`src/design/cnn_feed_pkg.sv`:
```
/* Geometry and types for the layer 1/2 feed sequencer
   Image is 28x28 in four interleaved banks, four filters of 3x3 taps */
package cnn_feed_pkg;

    localparam int PIX_W = 8;
    localparam int IMG_SIDE = 28;
    localparam int BANK_SIDE = IMG_SIDE / 2;  // Words per bank row
    localparam int IMG_ADDR_W = 8;
    localparam int BLOCKS_PER_SIDE = 13;
    localparam int BLOCKS_PER_FILTER = BLOCKS_PER_SIDE * BLOCKS_PER_SIDE;
    localparam int NUM_FILTERS = 4;
    localparam int TAPS = 9;
    localparam int STEPS_PER_BLOCK = 11;  // Header, nine windows, SSFR
    localparam int PARAMS_PER_FILTER = 10;  // Bias then nine weights
    localparam int PARAM_ADDR_W = 6;
    localparam int RES_ADDR_W = 8;

    typedef logic [PIX_W-1:0] pixel_t;
    typedef logic [IMG_ADDR_W-1:0] img_addr_t;
    typedef logic [PARAM_ADDR_W-1:0] param_addr_t;
    typedef logic [RES_ADDR_W-1:0] res_addr_t;

    localparam pixel_t SSFR_CODE = 8'hC1;  // Max-pool plus ReLU
    localparam pixel_t SSFR_PARAM = 8'h28;

    typedef struct packed {
        pixel_t tl;
        pixel_t tr;
        pixel_t bl;
        pixel_t br;
    } window_t;

    typedef enum logic [1:0] {
        FEED_HEADER,
        FEED_WINDOW,
        FEED_SSFR
    } feed_kind_e;

    typedef struct packed {
        feed_kind_e kind;
        window_t    win;
        pixel_t     param;
    } feed_item_t;

    typedef enum logic [1:0] {
        TGT_IMAGE,
        TGT_PARAM,
        TGT_RESULT
    } host_target_e;

    typedef struct packed {
        logic         we;
        host_target_e target;
        logic [1:0]   bank;
        img_addr_t    addr;   // Low bits only for the parameter RAM
        pixel_t       wdata;
    } host_req_t;

    typedef enum logic [1:0] {
        CMD_NOP,
        CMD_START
    } cmd_e;

    typedef enum logic {
        IDLE,
        LAYER12
    } seq_state_e;

endpackage

```
`src/design/bank_ram.sv`:
```
`timescale 1ns/100ps
/* Single-port RAM, read during write returns the old word
   No reset on contents; addresses past DEPTH read as unknown */
module bank_ram #(
    parameter int DEPTH = 256
) (
    input  logic                      clk,
    input  logic                      we,
    input  logic [$clog2(DEPTH)-1:0]  addr,
    input  cnn_feed_pkg::pixel_t      wdata,
    output cnn_feed_pkg::pixel_t      q
);

    cnn_feed_pkg::pixel_t mem [DEPTH];

    always_ff @(posedge clk) begin
        if (we) begin
            mem[addr] <= wdata;
        end
        q <= mem[addr];  // One cycle read latency
    end

endmodule

```
`config.mk`:
```
export PLATFORM = sky130hd
export DESIGN_NAME = bank_ram
export DESIGN_NICKNAME = d
export VERILOG_FILES = /design/src/design/cnn_feed_pkg.sv /design/src/design/bank_ram.sv
export SDC_FILE = /design/constraint.sdc
export NUM_CORES = 2
export LEC_CHECK = 0
export BUFFER_PORTS_ARGS = -buffer_cell sky130_fd_sc_hd__buf_2
export CORE_ASPECT_RATIO = 1.4
export CORE_UTILIZATION = 32
export CTS_CLUSTER_DIAMETER = 120
export DETAILED_ROUTE_END_ITERATION = 7
export HOLD_SLACK_MARGIN = 0.12
export PLACE_DENSITY_LB_ADDON = 0.3
export SYNTH_ARGS = -nofsm -noshare
export SYNTH_HDL_FRONTEND = slang
export SYNTH_SLANG_ARGS = --single-unit
export TNS_END_PERCENT = 30
```
`constraint.sdc`:
```
create_clock -name clk -period 4.7 [get_ports clk]
set_input_delay 0.94 -clock clk [delete_from_list [all_inputs] [get_ports clk]]
set_output_delay 0.94 -clock clk [all_outputs]
set_load 0.005 [all_outputs]
```
==> flow_metrics.py <==
metrics = {
    "global_route": {
        "use_met2": 0.292,
        "use_met1": 0.204,
        "gr-total-overflow": 0,
        "antenna_found_initial": 10,
        "grtUsageMet3": 0.0233,
        "track_usage": 0.165,
        "grt_pass1_wl_mm": 294,
        "busiest_layer": "met2",
        "grt_max_degree": 127,
        "grt_pass1_vias": 39571,
    },
    "synthesis": {
        "ys_top_cells_by_count": "edfxtp_1, mux4_2, a22oi_1",
        "synthesis.nets": 3565,
        "synth-seq-cells": 2056,
        "synthMuxAreaShare": 0.147,
        "yosys-top-cells-area": "edfxtp_1, mux4_2, a22oi_1",
        "ys_async_sr_fraction": 0,
        "synth_top_area_frac": 0.783,
        "synth_top_family_by_area": "multiplexers",
        "synth_xor_area_frac": 0,
        "yosys.area.top_type": "edfxtp_1",
        "synth_area_um2": 78500,
        "yosys.cell_count.top_type": "edfxtp_1",
        "synth_warnings": 0,
        "avgSynthCellArea_um2": 22.1,
        "synth_compound_area_frac": 0.0362,
        "synth_cell_types": 22,
        "synth-simple-area-share": 0.0173,
        "synth_ff_type": "edfxtp_1",
        "synth-edff-count": 2048,
        "seq_area_frac_synth": 0.786,
        "synthCells": 3547,
        "synth-adder-area-share": 0,
    },
    "clock_tree": {
        "cts.sinks": 2056,
        "cts_tree": "yes",
        "cts_setup_buffers": 0,
        "post_cts_resized": 0,
        "clock_path_buffers": 4,
        "cts_hold_buf": 0,
        "path_clk_slew_ps": 60,
        "cts_root_buf": "clkbuf_16",
        "cts_made_buffers": 191,
        "htreeDepth": 4,
        "insertion_delay_ps": 840,
    },
    "setup_path": {
        "path_class": "in -> reg",
        "max_stage_delay_ps": 1430,
        "crit_slowest_cell": "o41ai_1",
        "end_kind": "flip-flop",
        "required_ps": 5400,
        "crit_top_cell": "buf_12",
        "cp.arrival_ps": 4780,
        "crit_fanout": 32,
        "startpoint_type": "input pin",
        "crit_chain": "buf_8, buf_12, buf_12, mux4_2, a22oi_1, a21oi_1, o41ai_1, buf_4, nand4_1",
    },
    "sta": {
        "setup_viol_count_final": 0,
        "tightest_slew_ps": 1640,
        "worst_slack_ps": 615,
        "finalHoldViolations": 0,
        "timing.setup.tns_ps": 0,
        "rsz0062_at_grt": "no",
        "whs_ps": 569,
        "skew_ps": 43.0,
        "finalMaxSlewViolations": 2,
        "max_freq_mhz": 245,
        "fin_crit_sh": 0.869,
        "relSlewSlack": -0.109,
        "post-route-min-period_ps": 4090,
    },
    "pwr": {
        "switching_share": 0.213,
        "p_switching_w": 0.00789,
        "p_seq_frac": 0.547,
        "pwr-share-comb": 0.048,
        "irDropWorstVdd_mv": 0.294,
        "clockPowerShare": 0.405,
        "p_per_area_nw_per_um2": 406,
        "leakagePower_nw": 27.9,
        "power.total_w": 0.0370,
        "p_int_w": 0.0291,
    },
    "route": {
        "avgViaCountPerCell": 5.14,
        "dr.pass1.iters": 5,
        "vias": 37580,
        "wl_mm": 205,
        "route.antenna.remaining_nets": 0,
        "post-route-drc-count": 0,
        "post_drt_wl_per_cell_um": 28.0,
        "drtIter0Drc": 3536,
    },
    "die": {
        "start_util": 0.322,
        "io_pins": 26,
        "die-width_um": 421,
        "rows": 214,
        "die-area_um2": 247000,
        "coreArea_um2": 243000,
        "die_h_um": 588,
    },
    "final_layout": {
        "layout-drive-gt1-share": 0.299,
        "layout-area-overhead-vs-synth_pct": 16.1,
        "finalCoreUtilization": 0.374,
        "fin_nets": 3946,
    },
    "outcome": {
        "violations": "capacitance limit, slew limit",
        "outcome": "complete, but fails checks",
    },
    "job": {
        "maxCapViolCount": 1,
    },
    "placed_design": {
        "dpl.hpwl_mm": 130,
        "pre_cts_slack_ps": -210,
        "io_buffers": 25,
        "gp_congestion": 0.803,
    },
    "hold_path": {
        "hp-class": "in -> reg",
    },
}
flip-flops by register name, summed over array words and instances, names as in the netlist:
name / count
mem: 2048
q: 8
per-layer routing:
layer  vias to the layer above  part of all wire
met4                         8             0.037
met3                       340             0.052
met2                      1038              0.53
met5                         -           0.00029
met1                     20395              0.39
li1                      15799                 -
logic make-up (layout without fill, tap and decap cells):
logic type             after synthesis  in the layout
other                                0              2
buffers and inverters              233            757
and+or+nand+nor                    330            330
DFF                               2056           2056
AOI/OAI and AO/OA                  416            416
muxes                              512            512
cells in the final DEF (no fill, tap or decap), types with 10 or more instances in the layout:
master     instances
buf_4            355
a21oi_1          128
clkinv_1          39
nor3_1            29
buf_12            40
nor2_1           231
clkinv_2          36
buf_2             15
mux4_2           512
buf_8             10
edfxtp_1        2048
a22oi_1          256
o41ai_1           27
clkbuf_16        192
clkbuf_1          33
nand2_1           27
bufinv_16         13
power by group through the flow:
stage | logic [W] | clock network, W | registers (W)
floorplan | 0.000898 | 0 | 0.0206
finish | 0.00179 | 0.0150 | 0.0202
global placement | 0.00181 | 0 | 0.0206
detailed placement | 0.00183 | 0 | 0.0206
CTS | 0.00183 | 0.0153 | 0.0202
global route | 0.00189 | 0.0159 | 0.0202
layout make-up:
cell class	count	area, µm²
Fill cell	21962	152000
Tap cell	3240	4050
Inverter	1	3.75
Sequential cell	2056	61700
Clock buffer	229	4980
Antenna cell	2	5.00
Multi-Input combinational cell	1258	15800
Clock inverter	107	882
Timing Repair Buffer	420	3690
per-stage QoR:
stage | area, µm² | cells
5_1_grt | 91100 | 7312
4_1_cts | 91100 | 7311
6_report | 91100 | 7313
3_3_place_gp | 85200 | 6975
3_5_place_dp | 85300 | 6975
2_1_floorplan | 78500 | 3547
worst max-delay path: cells and delay by family:
family          cells  cell delay [ps]
compound gates      3             1900
buf+inv             4             1210
mux                 1              520
simple gates        1              110
final timing paths:
check / startpoint / endpoint / slack, ps / depth (start not counted)
max: addr[0] / q[7] / 610 / 9
min: wdata[1] / mem[15][1] / 570 / 1
max reg2reg: mem[47][7] / q[7] / 1400 / 6
min reg2reg: mem[249][2] / q[2] / 970 / 5
Power figures use the tool's default switching activity.
