## src/design/cnn_feed_pkg.sv

```systemverilog
/* Geometry and types for the layer 1/2 feed sequencer
   Image is 28x28 in four interleaved banks, four filters of 3x3 taps */
package cnn_feed_pkg;

    localparam int PIX_W = 8;
    localparam int IMG_SIDE = 28;
    localparam int BANK_SIDE = IMG_SIDE / 2;  // Words per bank row
    localparam int IMG_ADDR_W = 8;
    localparam int BLOCKS_PER_SIDE = 13;
    localparam int BLOCKS_PER_FILTER = BLOCKS_PER_SIDE * BLOCKS_PER_SIDE;
    localparam int NUM_FILTERS = 4;
    localparam int TAPS = 9;
    localparam int STEPS_PER_BLOCK = 11;  // Header, nine windows, SSFR
    localparam int PARAMS_PER_FILTER = 10;  // Bias then nine weights
    localparam int PARAM_ADDR_W = 6;
    localparam int RES_ADDR_W = 8;

    typedef logic [PIX_W-1:0] pixel_t;
    typedef logic [IMG_ADDR_W-1:0] img_addr_t;
    typedef logic [PARAM_ADDR_W-1:0] param_addr_t;
    typedef logic [RES_ADDR_W-1:0] res_addr_t;

    localparam pixel_t SSFR_CODE = 8'hC1;  // Max-pool plus ReLU
    localparam pixel_t SSFR_PARAM = 8'h28;

    typedef struct packed {
        pixel_t tl;
        pixel_t tr;
        pixel_t bl;
        pixel_t br;
    } window_t;

    typedef enum logic [1:0] {
        FEED_HEADER,
        FEED_WINDOW,
        FEED_SSFR
    } feed_kind_e;

    typedef struct packed {
        feed_kind_e kind;
        window_t    win;
        pixel_t     param;
    } feed_item_t;

    typedef enum logic [1:0] {
        TGT_IMAGE,
        TGT_PARAM,
        TGT_RESULT
    } host_target_e;

    typedef struct packed {
        logic         we;
        host_target_e target;
        logic [1:0]   bank;
        img_addr_t    addr;   // Low bits only for the parameter RAM
        pixel_t       wdata;
    } host_req_t;

    typedef enum logic [1:0] {
        CMD_NOP,
        CMD_START
    } cmd_e;

    typedef enum logic {
        IDLE,
        LAYER12
    } seq_state_e;

endpackage

```

## src/design/layer_sequencer.sv

```systemverilog
`timescale 1ns/100ps
/* Block and filter counter for the first conv stage
   Start is taken only in IDLE; blocks go row-major, filters outermost */
module layer_sequencer (
    input  logic                      clk,
    input  logic                      reset,
    input  cnn_feed_pkg::cmd_e        cmd,
    input  logic                      block_done,
    output logic                      block_start,
    output cnn_feed_pkg::img_addr_t   block_base,
    output cnn_feed_pkg::param_addr_t filter_base,
    output logic                      busy,
    output logic                      done
);

    cnn_feed_pkg::seq_state_e state;
    logic [3:0] blk_row;
    logic [3:0] blk_col;
    logic [1:0] filt;
    logic       issue_next;  // Counters moved, start next block
    logic       last_col;
    logic       last_row;
    logic       last_block;

    assign last_col = blk_col == 4'(cnn_feed_pkg::BLOCKS_PER_SIDE - 1);
    assign last_row = blk_row == 4'(cnn_feed_pkg::BLOCKS_PER_SIDE - 1);
    assign last_block = last_col && last_row
                        && (filt == 2'(cnn_feed_pkg::NUM_FILTERS - 1));

    assign busy = (state == cnn_feed_pkg::LAYER12);

    // Overlapping blocks step by one bank word
    assign block_base = cnn_feed_pkg::img_addr_t'(blk_row * cnn_feed_pkg::BANK_SIDE + blk_col);
    assign filter_base = cnn_feed_pkg::param_addr_t'(filt * cnn_feed_pkg::PARAMS_PER_FILTER);

    always_ff @(posedge clk) begin
        if (reset) begin
            state       <= cnn_feed_pkg::IDLE;
            blk_row     <= 4'd0;
            blk_col     <= 4'd0;
            filt        <= 2'd0;
            issue_next  <= 1'b0;
            block_start <= 1'b0;
            done        <= 1'b0;
        end else begin
            block_start <= 1'b0;
            done        <= 1'b0;
            issue_next  <= 1'b0;
            case (state)
                cnn_feed_pkg::IDLE: begin
                    if (cmd == cnn_feed_pkg::CMD_START) begin
                        state       <= cnn_feed_pkg::LAYER12;
                        blk_row     <= 4'd0;
                        blk_col     <= 4'd0;
                        filt        <= 2'd0;
                        block_start <= 1'b1;  // First block right away
                    end
                end
                cnn_feed_pkg::LAYER12: begin
                    if (issue_next) begin
                        block_start <= 1'b1;
                    end
                    if (block_done) begin
                        if (last_block) begin
                            state <= cnn_feed_pkg::IDLE;
                            done  <= 1'b1;
                        end else begin
                            issue_next <= 1'b1;
                            if (!last_col) begin
                                blk_col <= blk_col + 4'd1;
                            end else begin
                                blk_col <= 4'd0;
                                if (!last_row) begin
                                    blk_row <= blk_row + 4'd1;
                                end else begin
                                    blk_row <= 4'd0;  // Next filter, same image
                                    filt    <= filt + 2'd1;
                                end
                            end
                        end
                    end
                end
                default: state <= cnn_feed_pkg::IDLE;
            endcase
        end
    end

    a_no_block_start_in_idle: assert property (
        @(posedge clk) disable iff (reset)
        block_start |-> state == cnn_feed_pkg::LAYER12
    );

endmodule

```

## config.mk

```make
export PLATFORM = sky130hd
export DESIGN_NAME = layer_sequencer
export DESIGN_NICKNAME = d
export VERILOG_FILES = /design/src/design/cnn_feed_pkg.sv /design/src/design/layer_sequencer.sv
export SDC_FILE = /design/constraint.sdc
export NUM_CORES = 1
export LEC_CHECK = 0
export BUFFER_PORTS_ARGS = -buffer_cell sky130_fd_sc_hd__buf_4
export CAP_MARGIN = 20
export CORE_AREA = 5 5 55 57
export CTS_CLUSTER_SIZE = 40
export DETAILED_ROUTE_END_ITERATION = 16
export DIE_AREA = 0 0 60 62
export GPL_ROUTABILITY_DRIVEN = 0
export PLACE_DENSITY = 0.72
export SETUP_SLACK_MARGIN = 0.4
export SYNTH_ARGS = -nofsm -noshare
export SYNTH_HDL_FRONTEND = slang
export SYNTH_SLANG_ARGS = --single-unit
```

## constraint.sdc

```tcl
create_clock -name clk -period 2.55 [get_ports clk]
set_clock_uncertainty 0.1 [all_clocks]
set_input_delay 0.1275 -clock clk [delete_from_list [all_inputs] [get_ports clk]]
set_output_delay 0.1275 -clock clk [all_outputs]
set_load 0.01 [all_outputs]
```

==> Flow_metrics.wiki <==
{| class="wikitable"
! Metric !! Value
|-
| GRT overflow || 0
|-
| Capturing element type of the critical path || output pin
|-
| Iteration-0 DRC Markers || 18
|-
| Finished Core Util || 0.6332
|-
| Fraction of synthesized area in multiplexers || 0.02612
|-
| Number of synthesized register bits || 14
|-
| Crit share post-route || 1.073
|-
| Number of distinct library cells after synthesis || 43
|-
| Leakage power of the design || 0.7498 nW
|-
| XOR/XNOR share of the synthesized area || 0.03808
|-
| WHS Endpoint || blk_row[2]
|-
| Normalized max-slew margin || 0.6232
|-
| Area of the multi-input gates || 905.9 µm²
|-
| Starting utilization of the core area || 0.4727
|-
| Sequential area share after synthesis || 0.2437
|-
| Power per Cell Area || 260.7 nW/µm²
|-
| CTS tree || yes
|-
| Setup slack, reg-to-reg || 0.56 ns
|-
| Largest vdd supply drop || 291.7 µV
|-
| Count of input and output buffers || 19
|-
| Share of cells above drive strength 1 || 0.3701
|-
| Buffer depth of the longest clock path || 2
|-
| Inserted Diodes || 0
|-
| Worst Tran Pin Value || 0.5640 ns
|-
| Area taken by flip-flops and latches || 289.0 µm²
|-
| CP startpoint kind || flop
|-
| Routed wl met3 || 77 µm
|-
| Pwr Total || 0.4016 mW
|-
| Path category of the worst min-delay check || primary input to flop
|-
| Beginning of the worst register-to-register path || blk_row[2]
|-
| Worst-path maximum fanout || 3
|-
| FP Rows || 18
|-
| Max-cap violations || 0
|-
| Total routing usage reported by global routing || 0.1508
|-
| Initial antenna violation count || 0
|-
| Hold wc startpoint || reset
|-
| Setup repair after global routing missed its margin || true
|-
| Number of global-route vias before repair || 995
|-
| Max layer used || met4
|-
| Share of the synthesized area in compound gates (AO/OA/AOI/OAI) || 0.1697
|-
| Count of H-tree levels built during CTS || 1
|-
| R2R depth || 6
|-
| Clock latency on the worst-skew pair || 0.29 ns
|-
| Boundary Pins || 22
|-
| Mapped cell area || 1150 µm²
|-
| Failing checks || setup timing
|-
| Post-route worst hold slack || 0.01416 ns
|-
| Global-route wire length before repair || 4.264 mm
|-
| Sink count of the clock tree || 14
|-
| Routed length on met1 || 1.084 mm
|-
| P&R area growth vs syn || 33.95%
|-
| Total number of nets in the final design || 180
|-
| R2R Path End || blk_row[1]
|-
| CP arrival || 2.51 ns
|-
| Met2 wirelength from detailed routing || 1.366 mm
|-
| Dominant combinational cell family by area after synthesis || adder cells
|-
| Post-Route WL || 2.574 mm
|-
| Overall die height || 62 µm
|-
| Result of the run || complete, but fails checks
|-
| Number of clock buffers inserted by TritonCTS || 3
|-
| Avg WL per Cell || 13.99 µm
|-
| Clock slew at the register clock pins of the worst setup and hold paths || 0.09 ns
|-
| Core area || 2432 µm²
|-
| Post-detailed-placement half-perimeter wirelength || 1.822 mm
|-
| Required @ worst endpoint || 2.32 ns
|-
| Maximum number of pins on one net before global-route repair || 18
|-
| Total of warnings raised by yosys || 0
|-
| Count of nets left with antenna violations after detail routing || 0
|-
| Final-layout setup total negative slack || -0.5419 ns
|-
| Die Outline Area || 3720 µm²
|-
| Average footprint of a synthesized cell || 9.199 µm²
|-
| Post-Syn Instances || 125
|-
| Minimum clock period || 2.736 ns
|-
| Number of search-and-repair iterations in the first detailed-routing pass || 4
|-
| Total via count in the routed design || 990
|-
| Setup-violating endpoint count in the final report || 4
|-
| Simple-gate share of the synthesized area || 0.1959
|-
| Width of the chip || 60 µm
|-
| Count of pins over their slew limit || 0
|-
| Cts-stage hold buffer count || 0
|-
| Final setup margin || -0.1858 ns
|-
| DRC Markers || 0
|-
| Fillcell total || 202
|-
| Upper clock frequency limit || 365.5 MHz
|-
| Final Hold Violating Endpoints || 0
|-
| Clock root buffer || sky130_fd_sc_hd__clkbuf_4
|-
| Cell depth of the worst min-delay path || 2
|-
| Placed cell area || 1349 µm²
|-
| Adder-cell share of the synthesized area || 0.2503
|-
| Via density || 5.380
|-
| Critical Setup Path Class || flop to output pin
|-
| Final instance area || 1540 µm²
|}
## metrics by stage
step           instances  setup WS, ns
4_1_cts              183       -0.1796
3_3_place_gp         170       0.06457
6_report             184       -0.1858
5_1_grt              184       -0.2732
3_5_place_dp         170       0.02798
2_1_floorplan        126        0.2162
## cells by family (layout without fill, tap and decap cells)
| family | after synthesis | count (layout) |
|---|---|---|
| AND/OR/NAND/NOR | 38 | 38 |
| AO/OA/AOI/OAI | 28 | 28 |
| adder cells (fa/ha/maj) | 20 | 20 |
| buffers and inverters | 16 | 44 |
| flip-flops | 14 | 14 |
| XOR/XNOR | 5 | 5 |
| multiplexers | 3 | 3 |
| other | 1 | 2 |
## timing repair
item                       4_1_cts  5_1_grt
buffers inserted                 9        1
pin swaps                       12        5
setup endpoints to repair        5        8
gates resized for setup          8        7
gates cloned                     0        0
## cell usage in the layout, fill, tap and decap left out, types with 2 or more instances in the layout
| cell type | n |
|---|---|
| sky130_fd_sc_hd__nand3b_1 | 2 |
| sky130_fd_sc_hd__nor3_1 | 2 |
| sky130_fd_sc_hd__ha_4 | 3 |
| sky130_fd_sc_hd__nand3_1 | 5 |
| sky130_fd_sc_hd__fa_2 | 2 |
| sky130_fd_sc_hd__buf_6 | 3 |
| sky130_fd_sc_hd__fa_1 | 3 |
| sky130_fd_sc_hd__conb_1 | 2 |
| sky130_fd_sc_hd__inv_1 | 8 |
| sky130_fd_sc_hd__xnor2_2 | 2 |
| sky130_fd_sc_hd__mux2i_1 | 3 |
| sky130_fd_sc_hd__dfxtp_4 | 2 |
| sky130_fd_sc_hd__ha_1 | 12 |
| sky130_fd_sc_hd__nor2_1 | 2 |
| sky130_fd_sc_hd__dfxtp_1 | 11 |
| sky130_fd_sc_hd__buf_4 | 29 |
| sky130_fd_sc_hd__o21ai_0 | 3 |
| sky130_fd_sc_hd__nor4_1 | 2 |
| sky130_fd_sc_hd__or3_1 | 2 |
| sky130_fd_sc_hd__nand4_1 | 2 |
| sky130_fd_sc_hd__and3_1 | 2 |
| sky130_fd_sc_hd__xor2_1 | 2 |
| sky130_fd_sc_hd__a21o_1 | 3 |
| sky130_fd_sc_hd__nand2_1 | 8 |
| sky130_fd_sc_hd__a21oi_1 | 9 |
| sky130_fd_sc_hd__clkbuf_4 | 3 |
## critical path, cell delays in order, from the launching register on
cell and delay [ns]:
sky130_fd_sc_hd__dfxtp_4 0.37, sky130_fd_sc_hd__fa_1 0.49, sky130_fd_sc_hd__buf_4 0.16, sky130_fd_sc_hd__fa_2 0.59, sky130_fd_sc_hd__nor2b_4 0.16, sky130_fd_sc_hd__nand4_1 0.14, sky130_fd_sc_hd__xor2_2 0.17, sky130_fd_sc_hd__buf_4 0.14
## worst max path at each step
stage,endpoint,cells past startpoint,startpoint
floorplan,block_base[7],6,blk_row[2]
global placement,block_base[6],7,blk_row[2]
detailed placement,block_base[6],8,blk_row[1]
CTS,block_base[7],7,blk_row[2]
global route,block_base[6],8,blk_row[2]
finish,block_base[7],7,blk_row[2]
## report_power, final
part           internal (mW)  switching, mW  total, mW
registers              0.220        0.00431      0.224
clock network         0.0609         0.0733      0.134
logic                 0.0189         0.0240     0.0430
total                  0.300          0.102      0.402
## synthesized netlist by cell type
cell / n / area, µm²
sky130_fd_sc_hd__and3b_1: 1 / 8.760
sky130_fd_sc_hd__conb_1: 1 / 3.750
sky130_fd_sc_hd__o31ai_1: 1 / 7.510
sky130_fd_sc_hd__o31a_1: 1 / 8.760
sky130_fd_sc_hd__or3b_2: 1 / 8.760
sky130_fd_sc_hd__and3_1: 2 / 12.51
sky130_fd_sc_hd__o31ai_2: 1 / 12.51
sky130_fd_sc_hd__or3_1: 2 / 12.51
sky130_fd_sc_hd__a221oi_1: 1 / 8.760
sky130_fd_sc_hd__nand2b_1: 2 / 12.51
sky130_fd_sc_hd__or4_1: 1 / 7.510
sky130_fd_sc_hd__a21boi_2: 1 / 11.26
sky130_fd_sc_hd__o21ai_0: 3 / 15.01
sky130_fd_sc_hd__and4_1: 1 / 8.760
sky130_fd_sc_hd__a211oi_1: 1 / 7.510
sky130_fd_sc_hd__xor2_1: 3 / 26.28
sky130_fd_sc_hd__ha_1: 15 / 187.7
sky130_fd_sc_hd__o41ai_1: 1 / 8.760
sky130_fd_sc_hd__o2111ai_1: 1 / 8.760
sky130_fd_sc_hd__a311oi_1: 1 / 8.760
sky130_fd_sc_hd__nor2b_1: 2 / 12.51
sky130_fd_sc_hd__buf_4: 6 / 45.04
sky130_fd_sc_hd__a211oi_2: 1 / 12.51
sky130_fd_sc_hd__and2b_4: 1 / 10.01
sky130_fd_sc_hd__clkbuf_1: 1 / 3.750
sky130_fd_sc_hd__o211ai_1: 1 / 7.510
sky130_fd_sc_hd__nor4_1: 2 / 12.51
sky130_fd_sc_hd__nor3b_1: 1 / 7.510
sky130_fd_sc_hd__xnor2_1: 2 / 17.52
sky130_fd_sc_hd__or4_4: 1 / 11.26
sky130_fd_sc_hd__a21oi_1: 11 / 55.05
sky130_fd_sc_hd__mux2i_1: 3 / 30.03
sky130_fd_sc_hd__dfxtp_1: 14 / 280.3
sky130_fd_sc_hd__nand3b_1: 2 / 15.01
sky130_fd_sc_hd__a21o_1: 3 / 22.52
sky130_fd_sc_hd__nand4_1: 2 / 12.51
sky130_fd_sc_hd__nor2_1: 2 / 7.510
sky130_fd_sc_hd__buf_2: 1 / 5.000
sky130_fd_sc_hd__fa_1: 5 / 100.1
sky130_fd_sc_hd__nand2_1: 8 / 30.03
sky130_fd_sc_hd__nand3_1: 5 / 25.02
sky130_fd_sc_hd__inv_1: 8 / 30.03
sky130_fd_sc_hd__nor3_1: 2 / 10.01
## state kept, by name (all words and copies together) (netlist names)
signal       count
blk_col          4
blk_row          4
block_start      1
busy             1
done             1
filt             2
issue_next       1
## per-layer routing
layer  global-route usage  vias up
met2               0.2747       17
met3              0.02893        5
met5                    0        -
met4              0.07278        0
met1               0.1681      465
li1                     -      503
## final cells by class
type	count	area share
multi-input combinational	96	0.5881
sequential	14	0.1877
timing repair buffer	32	0.1633
tap	30	0.02437
inverter	8	0.01950
clock buffer	4	0.01706
Power figures use the tool's default switching activity.
