==> src/design/cnn_feed_pkg.sv <==
/* Geometry and types for the layer 1/2 feed sequencer
   Image is 28x28 in four interleaved banks, four filters of 3x3 taps */
package cnn_feed_pkg;

    localparam int PIX_W = 8;
    localparam int IMG_SIDE = 28;
    localparam int BANK_SIDE = IMG_SIDE / 2;  // Words per bank row
    localparam int IMG_ADDR_W = 8;
    localparam int BLOCKS_PER_SIDE = 13;
    localparam int BLOCKS_PER_FILTER = BLOCKS_PER_SIDE * BLOCKS_PER_SIDE;
    localparam int NUM_FILTERS = 4;
    localparam int TAPS = 9;
    localparam int STEPS_PER_BLOCK = 11;  // Header, nine windows, SSFR
    localparam int PARAMS_PER_FILTER = 10;  // Bias then nine weights
    localparam int PARAM_ADDR_W = 6;
    localparam int RES_ADDR_W = 8;

    typedef logic [PIX_W-1:0] pixel_t;
    typedef logic [IMG_ADDR_W-1:0] img_addr_t;
    typedef logic [PARAM_ADDR_W-1:0] param_addr_t;
    typedef logic [RES_ADDR_W-1:0] res_addr_t;

    localparam pixel_t SSFR_CODE = 8'hC1;  // Max-pool plus ReLU
    localparam pixel_t SSFR_PARAM = 8'h28;

    typedef struct packed {
        pixel_t tl;
        pixel_t tr;
        pixel_t bl;
        pixel_t br;
    } window_t;

    typedef enum logic [1:0] {
        FEED_HEADER,
        FEED_WINDOW,
        FEED_SSFR
    } feed_kind_e;

    typedef struct packed {
        feed_kind_e kind;
        window_t    win;
        pixel_t     param;
    } feed_item_t;

    typedef enum logic [1:0] {
        TGT_IMAGE,
        TGT_PARAM,
        TGT_RESULT
    } host_target_e;

    typedef struct packed {
        logic         we;
        host_target_e target;
        logic [1:0]   bank;
        img_addr_t    addr;   // Low bits only for the parameter RAM
        pixel_t       wdata;
    } host_req_t;

    typedef enum logic [1:0] {
        CMD_NOP,
        CMD_START
    } cmd_e;

    typedef enum logic {
        IDLE,
        LAYER12
    } seq_state_e;

endpackage

==> src/design/result_writeback.sv <==
`timescale 1ns/100ps
/* Round-robin store of MAC results, result n goes to bank n%4 at word n/4
   mac_valid pulses must be at least 3 cycles apart */
module result_writeback (
    input  logic                    clk,
    input  logic                    reset,
    input  logic                    start,
    input  logic                    mac_valid,
    input  cnn_feed_pkg::pixel_t    mac_data,
    output logic [3:0]              res_we,
    output cnn_feed_pkg::res_addr_t res_addr,
    output cnn_feed_pkg::pixel_t    res_wdata
);

    logic [1:0]              reg_num;     // Bank for the next result
    cnn_feed_pkg::res_addr_t store_addr;
    cnn_feed_pkg::pixel_t    mac_hold;
    logic                    latched;     // Result held, open write next
    logic                    closing;     // Write enable is open

    always_ff @(posedge clk) begin
        if (reset) begin
            reg_num    <= 2'd0;
            store_addr <= '0;
            latched    <= 1'b0;
            closing    <= 1'b0;
            res_we     <= 4'b0000;
        end else begin
            latched <= mac_valid;
            if (latched) begin
                res_we  <= 4'b0001 << reg_num;
                closing <= 1'b1;
                if (reg_num == 2'd3) begin
                    store_addr <= store_addr + 1'b1;  // Row of four banks full
                end
            end else if (closing) begin
                closing <= 1'b0;
                res_we  <= 4'b0000;
                reg_num <= reg_num + 2'd1;
            end
            if (start) begin
                reg_num    <= 2'd0;
                store_addr <= '0;
            end
        end
    end

    always_ff @(posedge clk) begin
        if (mac_valid) begin
            mac_hold <= mac_data;
        end
        if (latched) begin
            res_addr  <= store_addr;
            res_wdata <= mac_hold;
        end
    end

    a_mac_spacing: assert property (
        @(posedge clk) disable iff (reset)
        mac_valid |=> !mac_valid [*2]
    );

endmodule

==> config.mk <==
export PLATFORM = sky130hd
export DESIGN_NAME = result_writeback
export DESIGN_NICKNAME = d
export VERILOG_FILES = /design/src/design/cnn_feed_pkg.sv /design/src/design/result_writeback.sv
export SDC_FILE = /design/constraint.sdc
export NUM_CORES = 1
export LEC_CHECK = 0
export BUFFER_PORTS_ARGS = -buffer_cell sky130_fd_sc_hd__buf_2
export CELL_PAD_IN_SITES_DETAIL_PLACEMENT = 1
export CELL_PAD_IN_SITES_GLOBAL_PLACEMENT = 1
export CORE_MARGIN = 2
export CORE_UTILIZATION = 30
export DETAILED_ROUTE_END_ITERATION = 6
export GPL_TIMING_DRIVEN = 1
export PLACE_DENSITY_LB_ADDON = 0.1
export SYNTH_ARGS = -nofsm -noshare
export SYNTH_HDL_FRONTEND = slang
export SYNTH_SLANG_ARGS = --single-unit
==> constraint.sdc <==
create_clock -name clk -period 4.87 [get_ports clk]
set_input_delay 0.7305 -clock clk [delete_from_list [all_inputs] [get_ports clk]]
set_output_delay 0.7305 -clock clk [all_outputs]
set_load 0.02 [all_outputs]
==> impl_metrics.json, run 1 <==
{
  "drc": 0,
  "cts.sinks": 40,
  "synth_cells": 99,
  "fp.dieW_um": 72.4,
  "fin_tns_setup_ps": 0,
  "maxCapViolCount": 0,
  "setup_viol": 0,
  "syn_nets": 116,
  "final_max_slew_viol_count": 0,
  "cts_buffers": 5,
  "vdd_drop_max_mv": 0.180,
  "crit_path_start": "reg_num[0]",
  "rows": 24,
  "rrSetupSlack_ps": 3300,
  "crit_type": "reg -> reg",
  "ff2ff_path_depth": 4,
  "setup_ws_ps": 3300,
  "netlist.top_cell.by_area": "edfxtp_1",
  "cp.required_ps": 5080,
  "grt_start_max_net_pins": 24,
  "root_buffer": "clkbuf_8",
  "dieHeight_um": 72.4,
  "cts_resized": 0,
  "antenna_left": 0,
  "yosys-top-cells-area": "edfxtp_1 51%, dfxtp_1 23%, ha_1 4.5%",
  "syn_to_final_growth_pct": 23.2,
  "hold_buffers": 0,
  "grt_pass1_wl_um": 4420,
  "dieArea_um2": 5240,
  "slew_headroom": 0.782,
  "drive_gt1_frac": 0.307,
  "firstDrtPassIters": 2,
  "ys_seq_area_frac": 0.742,
  "rr_endpoint": "store_addr[7]",
  "antenna_found_initial": 0,
  "post-route-period-util": 0.323,
  "synth_cell_types": 23,
  "worst-slew-pin-transition_ps": 327,
  "start_util": 0.318,
  "viasPerCell": 4.65,
  "synth-async-reset-ratio": 0,
  "power.density_nw_per_um2": 386,
  "portBuffers": 31,
  "path_clk_slew_ps": 70,
  "status": "finished, final reports clean",
  "dp_hpwl_um": 1840,
  "crit_end": "store_addr[7]",
  "clk_latency_ps": 290,
  "cp_max_fo": 6,
  "dominantRegCellSynth": "edfxtp_1",
  "grt_usage": 0.114,
  "cp-end-kind": "flop",
  "synth_top_area_share": 0.514,
  "post_cts_buffers": 0,
  "nets": 153,
  "pre_cts_slack_ps": 3340,
  "wl_um": 2630,
  "rsz0062_at_grt": "no",
  "synth_edf_count": 24,
  "hold_class": "reg -> reg",
  "critPathArrivalTime_ps": 1780,
  "synth_warnings": 0,
  "cp-start-kind": "flop",
  "cts_max_path_buffers": 2,
  "fmax_ghz": 0.637,
  "p_leak_nw": 0.654,
  "diodes": 0,
  "ioPinCount": 32,
  "vias": 878,
  "wl_per_cell_um": 13.9,
  "first_global_vias": 941,
  "fin_total_pwr_mw": 0.667,
  "ys_seq_elements": 40,
  "finalHoldViolations": 0,
  "drtIter0Drc": 47,
  "fp.coreArea_um2": 4410,
  "reg2reg_from": "reg_num[0]",
  "synth_area_per_cell_um2": 14.2,
  "fin_crit_ps": 1570,
  "cts_tree": "yes",
  "gp_congestion": 0.728,
  "synth_area_um2": 1400,
  "grt-ovfl-total": 0,
  "skew_ps": 7.29,
  "htree_levels": 2
}
-- through the flow --
| step | hold WS [ps] | area [um2] | std cells | util |
|---|---|---|---|---|
| 4_1_cts | 424 | 1730 | 189 | 0.391 |
| 5_1_grt | 440 | 1730 | 189 | 0.391 |
| 3_5_place_dp | 406 | 1620 | 181 | 0.367 |
| 6_report | 423 | 1730 | 189 | 0.391 |
| 2_1_floorplan | 400 | 1400 | 99 | - |
| 3_3_place_gp | 402 | 1620 | 181 | 0.367 |
-- where the power goes --
part | internal, mW | total (mW) | switching (mW)
clock network | 0.149 | 0.257 | 0.108
logic | 0.0107 | 0.0316 | 0.0209
registers | 0.373 | 0.378 | 0.00489
-- area by class of cell --
| cell class | instances | area (um2) |
|---|---|---|
| Clock inverter | 3 | 37.5 |
| Multi-Input combinational cell | 53 | 338 |
| Timing Repair Buffer | 32 | 163 |
| Clock buffer | 5 | 68.8 |
| Sequential cell | 40 | 1040 |
| Tap cell | 52 | 65.1 |
| Inverter | 4 | 15.0 |
| Fill cell | 483 | 2690 |
-- layer usage --
metal	vias to the layer above	routed length [um]	GRT usage
met5	-	0	0
met4	0	42	0.0556
met3	5	136	0.0431
met2	22	1320	0.192
met1	427	1130	0.128
li1	424	-	-
-- registers in the layout, indices dropped and copies added, names as in the netlist --
register / flops
closing: 1
mac_hold: 8
latched: 1
res_wdata: 8
store_addr: 8
res_we: 4
reg_num: 2
res_addr: 8
-- cells in the final DEF (no fill, tap or decap) --
cell type	synthesis	layout
edfxtp_1	24	24
inv_1	4	4
bufinv_16	0	1
dfxtp_1	16	16
o21ai_0	4	4
or4_1	1	1
clkbuf_8	0	5
nor2_1	8	8
clkinv_1	0	2
or3_2	2	2
o31ai_1	1	1
buf_2	1	31
nand3_1	3	3
ha_1	5	5
a21oi_1	10	10
nor3b_1	3	3
nand4_1	1	1
xor2_1	1	1
or2_2	1	1
or3_1	2	2
nor2b_1	3	3
buf_4	0	1
nand2_1	4	4
nand4_2	1	1
xnor2_1	2	2
mux2i_1	1	1
-- synthesized netlist by cell type, types with 2 or more instances --
cell / instances
a21oi_1: 10
dfxtp_1: 16
edfxtp_1: 24
ha_1: 5
inv_1: 4
nand2_1: 4
nand3_1: 3
nor2_1: 8
nor2b_1: 3
nor3b_1: 3
o21ai_0: 4
or3_1: 2
or3_2: 2
xnor2_1: 2
-- logic make-up after synthesis --
kind of cell,after synthesis,share of synthesized area
adder cells (fa/ha/maj),5,0.0446
AO/OA/AOI/OAI,15,0.0553
buffers and inverters,6,0.0169
XOR/XNOR,3,0.0187
multiplexers,1,0.00714
flip-flops,40,0.742
AND/OR/NAND/NOR,29,0.115
-- worst min-delay path by stage --
| stage | start | endpoint | slack [ps] | cells past startpoint |
|---|---|---|---|---|
| 2_1_floorplan | mac_hold[0] | res_wdata[0] | 400 | 0 |
| 3_3_place_gp | mac_hold[5] | res_wdata[5] | 400 | 0 |
| 3_5_place_dp | mac_hold[0] | res_wdata[0] | 410 | 0 |
| 4_1_cts | mac_hold[0] | res_wdata[0] | 420 | 0 |
| 5_1_grt | mac_hold[3] | res_wdata[3] | 440 | 0 |
| 6_report | mac_hold[0] | res_wdata[0] | 420 | 0 |
-- worst max-delay path, cell delays in order (launching register included) --
cell	delay, ps
dfxtp_1	400
ha_1	250
nand4_1	210
or4_1	460
a21oi_1	170
Power figures use the tool's default switching activity.
==> run 2: changes to the inputs <==
==> constraint.sdc (replaced) <==
create_clock -name clk -period 1.4 [get_ports clk]
set_input_delay 0.21 -clock clk [delete_from_list [all_inputs] [get_ports clk]]
set_output_delay 0.21 -clock clk [all_outputs]
set_load 0.02 [all_outputs]
==> run 2 against run 1 <==
Net effect:
- count of clock-buffer cells in the layout is the same
- largest power group unchanged
- flip-flop and latch count did not move
- critical endpoint is now store_addr[5]
- highest routed layer unchanged
- core utilization up 1.8 points
==> impl_metrics.json, run 2 (synthesized netlist as in run 1, its figures left out) <==
{
  "worst-slew-pin-transition_ps": 266,
  "critPathTopFamily": "simple AND/OR/NAND/NOR gates",
  "fin_crit_ps": 1330,
  "finalHoldViolations": 0,
  "pwr-share-seq": 0.557,
  "htree_levels": 2,
  "grt-ovfl-total": 0,
  "power.density_nw_per_um2": 1300,
  "dp_hpwl_um": 1810,
  "crit_type": "reg -> reg",
  "final_max_slew_viol_count": 0,
  "cts.sinks": 40,
  "wl_um": 2540,
  "final_cell_mix": "31 x buf_2, 24 x edfxtp_1, 11 x dfxtp_1",
  "start_util": 0.318,
  "cp.required_ps": 1620,
  "setup_viol": 0,
  "ioPinCount": 32,
  "grt_start_max_net_pins": 16,
  "cp_num_buf_inv": 1,
  "p_leak_nw": 0.686,
  "mostFrequentLayoutCell": "buf_2",
  "grt_usage": 0.107,
  "rrSetupSlack_ps": 70,
  "utilization": 0.409,
  "cp-start-kind": "flop",
  "portBuffers": 31,
  "pwr-share-clk": 0.394,
  "firstDrtPassIters": 2,
  "drive_gt1_frac": 0.399,
  "p_comb_frac": 0.049,
  "slew_headroom": 0.821,
  "skew_ps": 4.99,
  "viasPerCell": 4.58,
  "fmax_ghz": 0.751,
  "reg2reg_from": "reg_num[1]",
  "clk_latency_ps": 280,
  "maxCapViolCount": 0,
  "max_stage_delay_ps": 370,
  "crit_end": "store_addr[5]",
  "crit_path_start": "reg_num[1]",
  "root_buffer": "clkbuf_8",
  "hold_class": "in -> reg",
  "cts_tree": "yes",
  "antenna_left": 0,
  "path_clk_slew_ps": 80,
  "switchingPower_mw": 0.486,
  "fp.coreArea_um2": 4410,
  "ff2ff_path_depth": 5,
  "wl_per_cell_um": 13.0,
  "fin_total_pwr_mw": 2.35,
  "p_sw_frac": 0.207,
  "critical-path-slowest-cell": "dfxtp_4",
  "syn_to_final_growth_pct": 28.8,
  "post-route-period-util": 0.952,
  "p_int_mw": 1.86,
  "critical_path_depth": 5,
  "drtIter0Drc": 40,
  "crit_chain": "ha_4 -> nand4_1 -> buf_4 -> or3_1 -> a21oi_1",
  "first_global_vias": 941,
  "vdd_drop_max_mv": 0.393,
  "rows": 24,
  "cp-end-kind": "flop",
  "drc": 0,
  "cp_max_fo": 4,
  "dieArea_um2": 5240,
  "critPathArrivalTime_ps": 1560,
  "rr_endpoint": "store_addr[5]",
  "rsz0062_at_grt": "no",
  "nets": 159,
  "status": "finished, final reports clean",
  "cts_max_path_buffers": 2,
  "antenna_found_initial": 0,
  "grt_pass1_wl_um": 4240,
  "hold_buffers": 0,
  "diodes": 0,
  "dieHeight_um": 72.4,
  "cts_buffers": 5,
  "gp_congestion": 0.717,
  "fp.dieW_um": 72.4,
  "vias": 893
}
## run 2: cell count changes in the layout (fill, tap and decap cells not counted)
| cell | previous run | this run |
|---|---|---|
| or4_4 | 0 | 1 |
| dfxtp_1 | 16 | 11 |
| clkinv_1 | 2 | 1 |
| a21oi_1 | 10 | 9 |
| buf_4 | 1 | 7 |
| a21oi_2 | 0 | 1 |
| ha_1 | 5 | 4 |
| ha_4 | 0 | 1 |
| clkinv_4 | 0 | 1 |
| dfxtp_2 | 0 | 4 |
| dfxtp_4 | 0 | 1 |
| or4_1 | 1 | 0 |
## run 2: area by class of cell
class | instances | area [um2]
Fill cell | 486 | 2610
Sequential cell | 40 | 1050
Multi-Input combinational cell | 53 | 358
Timing Repair Buffer | 38 | 208
Clock buffer | 5 | 68.8
Tap cell | 52 | 65.1
Clock inverter | 3 | 42.5
Inverter | 4 | 15.0
## run 2: what timing repair did
| action | CTS | global route |
|---|---|---|
| endpoints found under the setup margin | 2 | 3 |
| buffers inserted | 1 | 0 |
| gates resized for setup | 5 | 4 |
| pin swaps | 4 | 2 |
## run 2: worst min-delay path by stage
stage / start / end / cells after the start
global placement: mac_data[5] / mac_hold[5] / 1
global route: mac_data[5] / mac_hold[5] / 1
finish: mac_data[4] / mac_hold[4] / 1
detailed placement: mac_data[0] / mac_hold[0] / 1
floorplan: reset / latched / 1
CTS: mac_data[4] / mac_hold[4] / 1
## run 2: power groups by stage
stage / Clock, mW / Combinational, mW / Sequential [mW]
finish: 0.926 / 0.115 / 1.31
global route: 0.998 / 0.125 / 1.31
CTS: 0.956 / 0.117 / 1.31
detailed placement: 0 / 0.117 / 1.34
global placement: 0 / 0.116 / 1.34
floorplan: 0 / 0.0188 / 1.38
## run 2: metal layers
metal | up-vias | share of wire | GRT usage
li1 | 439 | - | -
met1 | 429 | 0.42 | 0.117
met2 | 21 | 0.52 | 0.191
met3 | 4 | 0.057 | 0.0319
met4 | 0 | 0.0098 | 0.0494
met5 | - | 0 | 0
## run 2: through the flow
step,cells,area [um2],setup TNS (ps),hold slack (ps),setup WS [ps]
floorplan,99,1400,0,274,48.0
global placement,186,1660,0,388,68.7
detailed placement,186,1660,-6.78,388,-6.78
CTS,195,1800,-22.3,84.9,-22.3
global route,195,1810,0,82.6,8.55
finish,195,1810,0,94.5,67.6
==> run 3: changes to the inputs <==
--- a/config.mk
+++ b/config.mk
@@ -5,11 +5,12 @@
 export SDC_FILE = /design/constraint.sdc
 export NUM_CORES = 1
 export LEC_CHECK = 0
+export ABC_AREA = 1
 export BUFFER_PORTS_ARGS = -buffer_cell sky130_fd_sc_hd__buf_2
 export CELL_PAD_IN_SITES_DETAIL_PLACEMENT = 1
 export CELL_PAD_IN_SITES_GLOBAL_PLACEMENT = 1
 export CORE_MARGIN = 2
-export CORE_UTILIZATION = 30
+export CORE_UTILIZATION = 37
 export DETAILED_ROUTE_END_ITERATION = 6
 export GPL_TIMING_DRIVEN = 1
 export PLACE_DENSITY_LB_ADDON = 0.1
==> constraint.sdc (replaced) <==
create_clock -name clk -period 1.4 [get_ports clk]
set_input_delay 0.14 -clock clk [delete_from_list [all_inputs] [get_ports clk]]
set_output_delay 0.14 -clock clk [all_outputs]
set_load 0.02 [all_outputs]
==> run 3 against run 2 <==
Net effect:
- area after synthesis grew 6.4%
- highest routed layer unchanged
- global-route usage rose by 3.1 points
- fmax is 7.7% higher
- clock power fell by 2%
- via count is 6.6% higher
- count of clock-buffer cells in the layout up 1
- synthesized cell count rose by 25%
- largest cell class unchanged
- clock skew is essentially flat
- flip-flop and latch count stayed put
==> impl_metrics.json, run 3 <==
{
  "htree_levels": 2,
  "hold_start": "mac_data[0]",
  "antenna_left": 0,
  "dominantRegCellSynth": "edfxtp_1",
  "drc": 0,
  "final_max_slew_viol_count": 0,
  "synth_top_area_share": 0.483,
  "start_util": 0.379,
  "hold_buffers": 0,
  "p_leak_nw": 0.764,
  "rsz0062_at_grt": "no",
  "synth_area_per_cell_um2": 12.0,
  "yosysMostFrequentCell": "edfxtp_1",
  "fin_crit_ps": 1240,
  "vias": 952,
  "status": "finished, final reports clean",
  "wl_met2_um": 1370,
  "fmax_ghz": 0.808,
  "drt-met1-wl_um": 1080,
  "vdd_drop_max_mv": 0.584,
  "setup_viol": 0,
  "final_cell_mix": "31 x buf_2, 24 x edfxtp_1, 19 x inv_1",
  "wl_per_cell_um": 12.4,
  "worst-slew-pin-transition_ps": 376,
  "hold_class": "in -> reg",
  "netlist.top_cell.by_area": "edfxtp_1",
  "syn_nets": 141,
  "grt_start_max_net_pins": 16,
  "viasPerCell": 4.47,
  "finalHoldViolations": 0,
  "drive_gt1_frac": 0.282,
  "rows": 23,
  "fp.dieW_um": 67.5,
  "reg2reg_from": "reg_num[0]",
  "nets": 179,
  "slew_headroom": 0.749,
  "fp.coreArea_um2": 3940,
  "syn_to_final_growth_pct": 21.7,
  "grt_pass1_wl_um": 4400,
  "firstDrtPassIters": 2,
  "synth_common_cells": "24 x edfxtp_1, 19 x inv_1, 18 x nand2_1, 16 x dfxtp_1, 15 x nor2_1",
  "dieArea_um2": 4560,
  "cp_max_fo": 5,
  "grt-ovfl-total": 0,
  "gp_congestion": 0.695,
  "portBuffers": 31,
  "synth_warnings": 0,
  "grt_usage": 0.138,
  "cts_buffers": 5,
  "diodes": 0,
  "root_buffer": "clkbuf_8",
  "cts_resized": 0,
  "mostFrequentLayoutCell": "buf_2",
  "power.density_nw_per_um2": 1300,
  "synth_edf_count": 24,
  "cp-end-kind": "flop",
  "yosys-top-cells-area": "edfxtp_1 48%, dfxtp_1 21%, inv_1 4.8%",
  "skew_ps": 5.37,
  "synth-async-reset-ratio": 0,
  "ys_seq_elements": 40,
  "antenna_found_initial": 0,
  "highest_layer": "met4",
  "dieHeight_um": 67.5,
  "post_cts_buffers": 0,
  "cts_max_path_buffers": 2,
  "post-route-period-util": 0.884,
  "cp-start-kind": "flop",
  "ys_seq_area_frac": 0.697,
  "synth_area_um2": 1490,
  "fin_tns_setup_ps": 0,
  "ioPinCount": 32,
  "path_clk_slew_ps": 70,
  "crit_type": "reg -> reg",
  "dr_wl_met3_um": 133,
  "drtIter0Drc": 28,
  "first_global_vias": 981,
  "synth_cells": 124,
  "crit_path_start": "reg_num[0]",
  "stdcell_area_um2": 1820,
  "synth_cell_types": 17,
  "placed_cell_area_um2": 1710,
  "dp_hpwl_um": 1980,
  "clk_latency_ps": 290,
  "critPathArrivalTime_ps": 1420,
  "maxCapViolCount": 0,
  "wl_um": 2640,
  "cts_tree": "yes",
  "cp.required_ps": 1580,
  "cts.sinks": 40
}
-- run 3: cell types whose count changed after synthesis, sizes merged, moves of 2 or more --
cell	previous run	this run
inv	4	19
nand2	4	19
nor2	8	18
or3	4	0
a22oi	0	3
nand3	3	6
nor2b	3	0
nor3b	3	0
a21oi	10	8
xnor2	2	0
-- run 3: power breakdown --
group,switching [mW],internal [mW],leakage [nW]
Clock,0.381,0.529,0.0552
Combinational,0.0838,0.0433,0.355
Sequential,0.0176,1.30,0.353
-- run 3: final timing paths --
kind                            slack (ps)  cells after the start       endpoint
worst max-delay path                   160                      6  store_addr[7]
worst min-delay path                    20                      1    mac_hold[0]
worst max register to register         160                      6  store_addr[7]
worst min register to register         420                      0   res_wdata[6]
-- run 3: cell families (layout without fill, tap and decap cells) --
group,after synthesis,after routing,share of synthesized area
AOI/OAI and AO/OA,14,14,0.0520
adders and majority gates,5,5,0.0419
and+or+nand+nor,44,44,0.150
buffers and inverters,21,60,0.0587
DFF,40,40,0.697
-- run 3: cell type report --
| cell class | count | area, um2 |
|---|---|---|
| Timing Repair Buffer | 33 | 170 |
| Multi-Input combinational cell | 63 | 364 |
| Sequential cell | 40 | 1040 |
| Clock inverter | 2 | 35.0 |
| Tap cell | 50 | 62.6 |
| Inverter | 19 | 71.3 |
| Clock buffer | 6 | 72.6 |
| Fill cell | 427 | 2130 |
-- run 3: metal layers --
layer | vias up | track usage
li1 | 480 | -
met1 | 442 | 0.143
met2 | 23 | 0.241
met3 | 7 | 0.0500
met4 | 0 | 0.0765
met5 | - | 0
-- run 3: per-stage QoR --
step,util,hold WS [ps],total power [mW],setup WS (ps),instances
floorplan,-,239,1.42,44.3,124
global placement,0.434,317,1.47,230,205
detailed placement,0.434,319,1.48,179,205
CTS,0.461,9.05,2.40,161,213
global route,0.461,6.14,2.45,40.3,213
finish,0.461,21.2,2.36,163,213
-- run 3: critical path, cell delays in order (launching register included) --
cell,delay [ps]
dfxtp_1,370
ha_1,270
nand3_2,150
nor2_4,160
nand3_1,80
nand2_1,60
nor2_1,40
